===== config.mk =====
export PLATFORM = sky130hd
export DESIGN_NAME = coef_ram
export DESIGN_NICKNAME = d
export VERILOG_FILES = /design/src/rtl/resonator_data_pkg.sv /design/src/rtl/coef_ram.sv
export VERILOG_INCLUDE_DIRS = /design/src /design/src/include
export SDC_FILE = /design/constraint.sdc
export NUM_CORES = 1
export LEC_CHECK = 0
export ABC_AREA = 0
export BUFFER_PORTS_ARGS = -buffer_cell sky130_fd_sc_hd__buf_2
export CAP_MARGIN = 5
export CORE_MARGIN = 2
export CORE_UTILIZATION = 45
export CTS_BUF_LIST = sky130_fd_sc_hd__clkbuf_4 sky130_fd_sc_hd__clkbuf_8 sky130_fd_sc_hd__clkbuf_16
export DETAILED_ROUTE_END_ITERATION = 16
export HOLD_SLACK_MARGIN = 0.15
export PLACE_DENSITY = 0.66
export SETUP_SLACK_MARGIN = 0.5
export SYNTH_ARGS = -nofsm -noshare
export SYNTH_HDL_FRONTEND = slang
export SYNTH_SLANG_ARGS = --single-unit

===== constraint.sdc =====
create_clock -name clk_i -period 13.65 [get_ports clk_i]
set_clock_uncertainty 0.15 [all_clocks]
set_input_delay 2.73 -clock clk_i [delete_from_list [all_inputs] [get_ports clk_i]]
set_output_delay 2.73 -clock clk_i [all_outputs]
set_load 0.03 [all_outputs]

===== src/include/resonator_defs.svh =====
`ifndef RESONATOR_DEFS_SVH
`define RESONATOR_DEFS_SVH

// all fixed-point values carry this many fraction bits.
`define RES_FRAC_BITS 16

// number of resonators the bank can hold.
`define RES_HARM_MAX 8

// one sample or one state element; a state pair is two of these.
`define RES_DATA_W 18

// coefficient memory address width.
`define RES_COEF_ADDR_W 5

// memory map of the coefficient memory:
//   word 2k   = {cos_k, sin_k}
//   word 2k+1 = {gain_k, unused}
//   word RES_CNT_ADDR holds the active harmonic count in bits 3:0.
`define RES_CNT_ADDR 16

`endif

===== src/rtl/resonator_data_pkg.sv =====
`include "resonator_defs.svh"

package resonator_data_pkg;

	// one input sample, estimate or state element.
	typedef logic signed [`RES_DATA_W-1:0] sample_t;

	// x1 sits in the upper half and x2 in the lower half.
	typedef logic [2*`RES_DATA_W-1:0] state_pair_t;

	// coefficient word, two 18-bit halves.
	typedef logic [2*`RES_DATA_W-1:0] coef_word_t;

	typedef logic [`RES_COEF_ADDR_W-1:0] coef_addr_t;

	// index of one harmonic in the bank.
	typedef logic [$clog2(`RES_HARM_MAX)-1:0] harm_idx_t;

	// full product of two sample_t values, also used for the sums of products.
	typedef logic signed [2*`RES_DATA_W-1:0] product_t;

endpackage


===== src/rtl/coef_ram.sv =====
`timescale 1ns/1ps
`include "resonator_defs.svh"

module coef_ram (
	input  logic                            clk_i,
	input  logic                            harmonics_rst,
	input  logic                            coef_we_i,
	input  resonator_data_pkg::coef_addr_t  coef_addr_i,
	input  resonator_data_pkg::coef_word_t  coef_data_i,
	input  resonator_data_pkg::coef_addr_t  rd_addr_i,
	input  logic                            latch_count_i,
	output resonator_data_pkg::coef_word_t  rd_data_o,
	output logic [3:0]                      harm_count_o
);
	import resonator_data_pkg::*;

	coef_word_t mem [`RES_CNT_ADDR+1];
	logic [3:0] cnt_word;

	assign cnt_word = mem[`RES_CNT_ADDR][3:0];

	always_ff @(posedge clk_i) begin
		if (coef_we_i && coef_addr_i <= `RES_CNT_ADDR) begin
			mem[coef_addr_i] <= coef_data_i; // writes above the count word are dropped.
		end
		rd_data_o <= mem[rd_addr_i];
	end

	// the count is sampled once per sample, at start.
	always_ff @(posedge clk_i) begin
		if (harmonics_rst) begin
			harm_count_o <= 4'd1;
		end else if (latch_count_i) begin
			if (cnt_word == 4'd0) begin
				harm_count_o <= 4'd1;
			end else if (cnt_word > 4'(`RES_HARM_MAX)) begin
				harm_count_o <= 4'(`RES_HARM_MAX);
			end else begin
				harm_count_o <= cnt_word;
			end
		end
	end

endmodule


==> run metrics <==
initial DRC count 1,015; fin crit share 40.1%; number of port buffers 89; Post-Synthesis Cells 1,039; ys async rst share 0%; Area growth syn-to-layout 13.8%; GPL Wtd Cong a little over 0.7; max cap viols 0; starting density of the core 45.5%; die height 237 um; arrival time at the worst endpoint 5740 ps; synthesized area 24,400 um^2; Synthesis Warnings 0; list of most frequent post-synthesis cells edfxtp_1 (612), mux4_2 (143), nor2_1 (54); f_max 183 MHz; library cells used by synthesis 29; total wire length 49,100 um; RSZ-0062 raised after global routing false; setup tns final 0 ps; buffer depth of the longest clock path 3; DR WL/cell 25.6 um; CTS H-tree lvls 3; crit end category flop; worst-path fanout max between 50 and 60; Die Area 56,100 um^2; outcome finished, final reports clean; CTS tree done; hold buffer count at cts 0; I/O pin cnt 90; Worst-Margin Slew 1020 ps; Overall Global Routing Usage 18.0%; Post-CTS Setup Bufs 0; synthesized flop and latch total about 650; pin count of the biggest net entering global routing 70; leading area contributor after synthesis edfxtp_1; Primary FF master, synth edfxtp_1; worst r2r path cells 3; Final ANT Viol Nets 0; Finished Layout Cells 1,917; share of layout cells above drive strength 1 35.1%; Clk Latency, worst-skew pair 590 ps; global-route wire length before repair 73,900 um; total number of vias 10,872; Area contributors post-synth edfxtp_1 (75%), mux4_2 (13%), dfxtp_1 (3.3%); post-DR vias/cell 5.67; Core ar. 53,700 um^2; final max-slew violation count 0; Post-DP HPWL between 20,000 and 25,000 um; Peak VDD IR 81.4 uV; LEAKAGE 8.94 nW; final setup fails 0; Worst EP required 13,920 ps; count leader, synth edfxtp_1; Mean Syn Cell Area roughly 24 um^2; Row Count 85; CP Class input port to flop; diode count 0; number of gates resized after CTS 0; hold depth 2; Pwr per Cell Area 153 nW/um^2; Num CTS Buffers 67; worst min path class flop to flop; Fin. Hold Viols 0; clock sinks ~650; Slew HR a little under a third; initial antenna violation count 2; CP Launch Type input port; CTS Root Cell clkbuf_16; gr ovfl total 0; vias in the first global route 11,435; layout net count 1,216; die width approximately 240 um; syn_nets roughly 1,100; TritonRoute pass-1 iters 5; sequential-to-total area share from yosys stat 78.5%; post-placement cell count 1,793; Post-synth EDFFs 612; DR DRC count 0; share of the synthesized area in the top cell type 75.3%; Worst-path clk slew 60 ps; crit path time final 5470 ps
-- through the flow --
step                      setup slack, ps  util, %  total power [mW]  hold slack [ps]  area [um^2]
after floorplan                      7440        -              2.41              317        24400
after global placement               7490     47.6              2.47              298        25500
after detailed placement             7460     47.6              2.47              304        25500
after CTS                            8090     51.7              4.30              319        27800
after global routing                 7880     51.7              4.38              354        27800
final                                8180     51.7              4.25              318        27800
-- flip-flops by register name, summed over array words and instances, names as in the netlist --
name          count
rd_data_o        36
mem             612
harm_count_o      4
-- area by class of cell --
type	instances	area [um^2]
Multi-Input combinational cell	329	4840
Clock inverter	29	270
Timing Repair Buffer	114	648
Clock buffer	95	1980
Fill cell	4088	25900
Sequential cell	652	19200
Inverter	2	8.76
Tap cell	696	871
-- worst paths after layout --
kind / start / end / slack (ps)
min: harm_count_o[0] / harm_count_o[0] / 320
max: rd_addr_i[2] / rd_data_o[35] / 8180
max reg2reg: mem[12][21] / rd_data_o[21] / 12100
min reg2reg: harm_count_o[0] / harm_count_o[0] / 320
-- metal layers --
layer  vias to the layer above  track usage (%)  wire, um
li1                       4691                -         -
met5                         -                0        22
met3                        63             3.67      2960
met1                      5781             25.7     21300
met4                         4             4.74       846
met2                       333             28.7     23900
-- power by group --
part	switching, mW	internal [mW]	leakage [nW]	total (mW)
clock network	0.727	1.09	1.13	1.82
registers	0.00889	2.22	5.85	2.23
logic	0.125	0.0761	1.96	0.202
-- logic make-up (layout without fill, tap and decap cells) --
logic type             Yosys count  in the layout  synth area share [%]
DFF                            652            652                  78.5
and+or+nand+nor                 72             72                  1.26
buffers and inverters           58            240                  2.16
muxes                          181            181                  14.8
AOI/OAI and AO/OA               76             76                  3.24
-- cells in the final DEF, fill, tap and decap left out, types with 4 or more instances in the layout --
master,instances
a221oi_2,36
buf_2,86
buf_4,26
bufinv_16,4
clkbuf_16,69
clkbuf_4,17
clkbuf_8,9
clkinv_1,9
clkinv_2,11
dfxtp_1,40
edfxtp_1,612
mux2i_1,37
mux4_2,143
nor2_1,42
nor2_4,12
nor3_2,4
o22ai_1,36
-- critical path, stage by stage --
cell	delay, ps
buf_6	460
buf_4	690
buf_4	880
mux4_1	650
mux2i_1	180
a221oi_2	90
Note: power is estimated with default switching activity, not from simulation.
