**config.mk**
```make
export PLATFORM = sky130hd
export DESIGN_NAME = resonator_seq
export DESIGN_NICKNAME = d
export VERILOG_FILES = /design/src/rtl/resonator_ctrl_pkg.sv /design/src/rtl/resonator_data_pkg.sv /design/src/rtl/resonator_seq.sv
export VERILOG_INCLUDE_DIRS = /design/src /design/src/include
export SDC_FILE = /design/constraint.sdc
export NUM_CORES = 1
export LEC_CHECK = 0
export ABC_AREA = 1
export BUFFER_PORTS_ARGS = -buffer_cell sky130_fd_sc_hd__buf_2
export CELL_PAD_IN_SITES_DETAIL_PLACEMENT = 1
export CELL_PAD_IN_SITES_GLOBAL_PLACEMENT = 1
export CORE_ASPECT_RATIO = 0.7
export CORE_MARGIN = 3
export CORE_UTILIZATION = 25
export CTS_CLUSTER_SIZE = 30
export DETAILED_ROUTE_END_ITERATION = 10
export PLACE_DENSITY_LB_ADDON = 0.1
export SYNTH_ARGS = -nofsm -noshare
export SYNTH_HDL_FRONTEND = slang
export SYNTH_SLANG_ARGS = --single-unit
```
**constraint.sdc**
```tcl
create_clock -name clk_i -period 1.76 [get_ports clk_i]
set_input_delay 0.352 -clock clk_i [delete_from_list [all_inputs] [get_ports clk_i]]
set_output_delay 0.352 -clock clk_i [all_outputs]
set_load 0.02 [all_outputs]
```
**src/include/resonator_defs.svh**
```systemverilog
`ifndef RESONATOR_DEFS_SVH
`define RESONATOR_DEFS_SVH

// all fixed-point values carry this many fraction bits.
`define RES_FRAC_BITS 16

// number of resonators the bank can hold.
`define RES_HARM_MAX 8

// one sample or one state element; a state pair is two of these.
`define RES_DATA_W 18

// coefficient memory address width.
`define RES_COEF_ADDR_W 5

// memory map of the coefficient memory:
//   word 2k   = {cos_k, sin_k}
//   word 2k+1 = {gain_k, unused}
//   word RES_CNT_ADDR holds the active harmonic count in bits 3:0.
`define RES_CNT_ADDR 16

`endif
```
**src/rtl/resonator_ctrl_pkg.sv**
```systemverilog
package resonator_ctrl_pkg;

	typedef enum logic [2:0] {
		SEQ_IDLE,
		SEQ_ERROR,
		SEQ_FETCH,
		SEQ_ROTATE,
		SEQ_WRITE
	} seq_state_t;

	// one-hot step code for the datapath.
	typedef logic [3:0] dp_step_t;

	localparam dp_step_t DP_IDLE   = 4'b0000; // nothing to do, also used in fetch.
	localparam dp_step_t DP_ERROR  = 4'b0001;
	localparam dp_step_t DP_ROTATE = 4'b0010;
	localparam dp_step_t DP_WRITE  = 4'b0100;

	// write of the last active harmonic, which also publishes the estimate.
	localparam dp_step_t DP_FINAL  = 4'b1000;

endpackage

```
**src/rtl/resonator_data_pkg.sv**
```systemverilog
`include "resonator_defs.svh"

package resonator_data_pkg;

	// one input sample, estimate or state element.
	typedef logic signed [`RES_DATA_W-1:0] sample_t;

	// x1 sits in the upper half and x2 in the lower half.
	typedef logic [2*`RES_DATA_W-1:0] state_pair_t;

	// coefficient word, two 18-bit halves.
	typedef logic [2*`RES_DATA_W-1:0] coef_word_t;

	typedef logic [`RES_COEF_ADDR_W-1:0] coef_addr_t;

	// index of one harmonic in the bank.
	typedef logic [$clog2(`RES_HARM_MAX)-1:0] harm_idx_t;

	// full product of two sample_t values, also used for the sums of products.
	typedef logic signed [2*`RES_DATA_W-1:0] product_t;

endpackage

```
**src/rtl/resonator_seq.sv**
```systemverilog
`timescale 1ns/1ps

module resonator_seq (
	input  logic                            clk_i,
	input  logic                            harmonics_rst,
	input  logic                            start_i,
	input  logic [3:0]                      harm_count_i,
	output resonator_data_pkg::coef_addr_t  rd_addr_o,
	output logic                            latch_count_o,
	output resonator_ctrl_pkg::dp_step_t    step_o,
	output resonator_data_pkg::harm_idx_t   harm_idx_o,
	output logic                            busy_o,
	output logic                            done_o
);
	import resonator_data_pkg::*;
	import resonator_ctrl_pkg::*;

	seq_state_t state_q;
	harm_idx_t  harm_idx_q;
	logic       last_harm;

	// harm_count_i is at least 1, so the subtraction cannot wrap.
	assign last_harm = ({1'b0, harm_idx_q} == harm_count_i - 4'd1);

	assign busy_o        = (state_q != SEQ_IDLE);
	assign latch_count_o = (state_q == SEQ_IDLE) && start_i;
	assign harm_idx_o    = harm_idx_q;

	always_ff @(posedge clk_i) begin
		if (harmonics_rst) begin
			state_q    <= SEQ_IDLE;
			harm_idx_q <= '0;
			done_o     <= 1'b0;
		end else begin
			done_o <= 1'b0;
			case (state_q)
				SEQ_IDLE: begin
					if (start_i) begin
						state_q    <= SEQ_ERROR;
						harm_idx_q <= '0;
					end
				end
				SEQ_ERROR:  state_q <= SEQ_FETCH;
				SEQ_FETCH:  state_q <= SEQ_ROTATE;
				SEQ_ROTATE: state_q <= SEQ_WRITE;
				SEQ_WRITE: begin
					if (last_harm) begin
						state_q <= SEQ_IDLE;
						done_o  <= 1'b1;
					end else begin
						state_q    <= SEQ_FETCH;
						harm_idx_q <= harm_idx_q + 1'b1;
					end
				end
				default: state_q <= SEQ_IDLE;
			endcase
		end
	end

	// cos/sin word is read in fetch so it lands in rotate; the gain word lands in write.
	always_comb begin
		case (state_q)
			SEQ_FETCH:  rd_addr_o = coef_addr_t'({harm_idx_q, 1'b0});
			SEQ_ROTATE: rd_addr_o = coef_addr_t'({harm_idx_q, 1'b1});
			default:    rd_addr_o = '0;
		endcase
	end

	always_comb begin
		case (state_q)
			SEQ_ERROR:  step_o = DP_ERROR;
			SEQ_ROTATE: step_o = DP_ROTATE;
			SEQ_WRITE:  step_o = last_harm ? DP_FINAL : DP_WRITE;
			default:    step_o = DP_IDLE;
		endcase
	end

endmodule

```
==> metrics.txt <==
status completed; average wire per standard cell 11.1 µm; n_diodes 0; met3 Usage GRT 6.69%; Final Wtd Congestion 0.732; CTS root buffer clkbuf_4; Avg Vias per Cell 4.36; GRT Total Usage 12.3%; M1 GR Usage 17.0%; Syn Inst Count 78; max cap viols 0; Rows 12; die height 43.0 µm; Switching Power 0.158 mW; Layout Utilization 42.1%; CTS clk-pin slew, worst paths 0.06 ns; Seq pwr share 37.8%; pin count of the biggest net entering global routing 8; ys async rst share 0%; global-route wire length before repair 2.28 mm; type of origin of the critical path input port; number of port buffers 20; mean post-synth cell area 6.26 µm²; dominant synthesized flop cell dfxtp_1; Design Area, Final 721 µm²; placed instance area 629 µm²; fmax 0.591 GHz; ANT nets after route 0; grt ovf 0; hpwl dp 1.11 mm; number of synthesized flops with an enable pin 0; clk sink count 7; Final TNS setup 0 ns; Synth Register Bits 7; Place WS -0.0182 ns; Core ar. 1710 µm²; post-route clock skew 0.00216 ns; first drt pass iteration count 2; final setup margin 0.0684 ns; maximum VDD drop 0.332 mV; Finished Layout Cells 126; NumNets Final 115; CTS Buffer Depth 2; Net Sw Frac 34.1%; syn nets 87; kind of critical path input port to primary output; sequential-to-total area share from yosys stat 28.7%; Leak 0.401 nW; Final period util 96.1%; Power Internal 0.306 mW; Hold Fails Final Rpt 0; DR iter-0 viols 11; post-placement cell count 121; commonest non-fill, non-tap cell in the layout nand2_1; RSZ-0062 raised after global routing false; WL final 1.40 mm; CP Capture Type primary output; Mapped Area 488 µm²; Die W 58.8 µm; max-slew violation count 0; initial core utilization 28.5%; Vias 549; Remaining DRCs 0; CTS Hold Buffers Added 0; Final min period 1.69 ns; Hold Path Class input port to flip-flop; IO Pins 22; met2 usage 16.3%; CTS tree built; CP Max Fanout 3; clock latency at the later pin of the worst-skew pair 0.26 ns; initial antenna violation count 0; CP arrival 1.34 ns; most frequent cells in the layout 17 x nand2_1, 16 x buf_2, 12 x nor2_1; setup violation total in the final timing report 0; Unique masters post-synth 18; Layout Area Growth over Synthesis 47.7%; H-tree levels 1; Clk pwr share 33.5%; FILL cells 237; global route hottest layer met1; Power Density 644 nW/µm²; Required @ worst endpoint 1.41 ns; YS warnings 0; vias in the first global route 505; combinational share of power 28.8%; fraction of layout cells with a size suffix above 1 42.9%; total CTS buffers 3; die footprint 2530 µm²
cells in the mapped netlist (2+ instances only):
master   number  area share, %
a21oi_1       3            3.1
ha_1          2            5.1
nand2_4       2            4.6
inv_2         3            2.3
nor2_2        2            2.6
nand2_1      17             13
nor2_1       14             11
inv_1        13             10
nand3_1       5            5.1
dfxtp_1       7             29
xnor2_1       3            5.4
logic make-up after synthesis:
logic type	count (synthesis)	share of synthesized area, %
AO/OA/AOI/OAI	4	4.10
XOR/XNOR	3	5.39
adder cells (fa/ha/maj)	2	5.13
buffers and inverters	17	13.8
flip-flops	7	28.7
other	1	0.768
AND/OR/NAND/NOR	44	42.0
layout make-up:
class,instances,area [µm²],share of cell area (%)
Sequential cell,7,146,20.3
Multi-Input combinational cell,54,305,42.4
Clock buffer,4,26.3,3.65
Inverter,16,65.1,9.03
Tap cell,21,26.3,3.65
Timing Repair Buffer,24,151,21.0
worst max-delay path: stages:
cell and delay (ns):
buf_6 0.10, inv_4 0.05, ha_4 0.20, xnor2_2 0.13
nor2_2 0.12, nand3_2 0.13, nand2_4 0.10, inv_2 0.04
buf_6 0.12
layer usage:
| metal | routed length (µm) | share of wire, % |
|---|---|---|
| met5 | 0 | 0 |
| met4 | 8 | 0.57 |
| met3 | 101 | 7.2 |
| met2 | 564 | 40 |
| met1 | 729 | 52 |
worst paths after layout:
check	cells after the start	startpoint	to	slack, ns
worst max register to register	9	harm_idx_o[2]	harm_idx_o[0]	0.44
worst min-delay path	2	harmonics_rst	harm_idx_o[1]	0.36
worst max-delay path	9	harm_count_i[1]	step_o[2]	0.07
worst min register to register	2	state_q[1]	state_q[1]	0.53
through the flow:
| stage | power (mW) | hold WS, ns |
|---|---|---|
| after floorplan | 0.258 | 0.419 |
| after global placement | 0.296 | 0.533 |
| after detailed placement | 0.298 | 0.540 |
| after CTS | 0.458 | 0.363 |
| after global routing | 0.498 | 0.361 |
| final | 0.464 | 0.361 |
sequential cells by signal, indices dropped and copies added, names as in the netlist:
register	count
state_q	3
done_o	1
harm_idx_o	3
power by group through the flow:
stage	Combinational (mW)	Clock [mW]	Sequential [mW]
floorplan	0.0783	0	0.179
global placement	0.118	0	0.179
detailed placement	0.120	0	0.179
CTS	0.120	0.163	0.175
global route	0.148	0.173	0.177
finish	0.133	0.155	0.175
repair_timing:
item | in CTS | in global routing
setup endpoints to repair | 2 | 3
gates resized for setup | 2 | 15
pin swaps | 1 | 5
setup buffers | 0 | 1
Power figures use the tool's default switching activity.
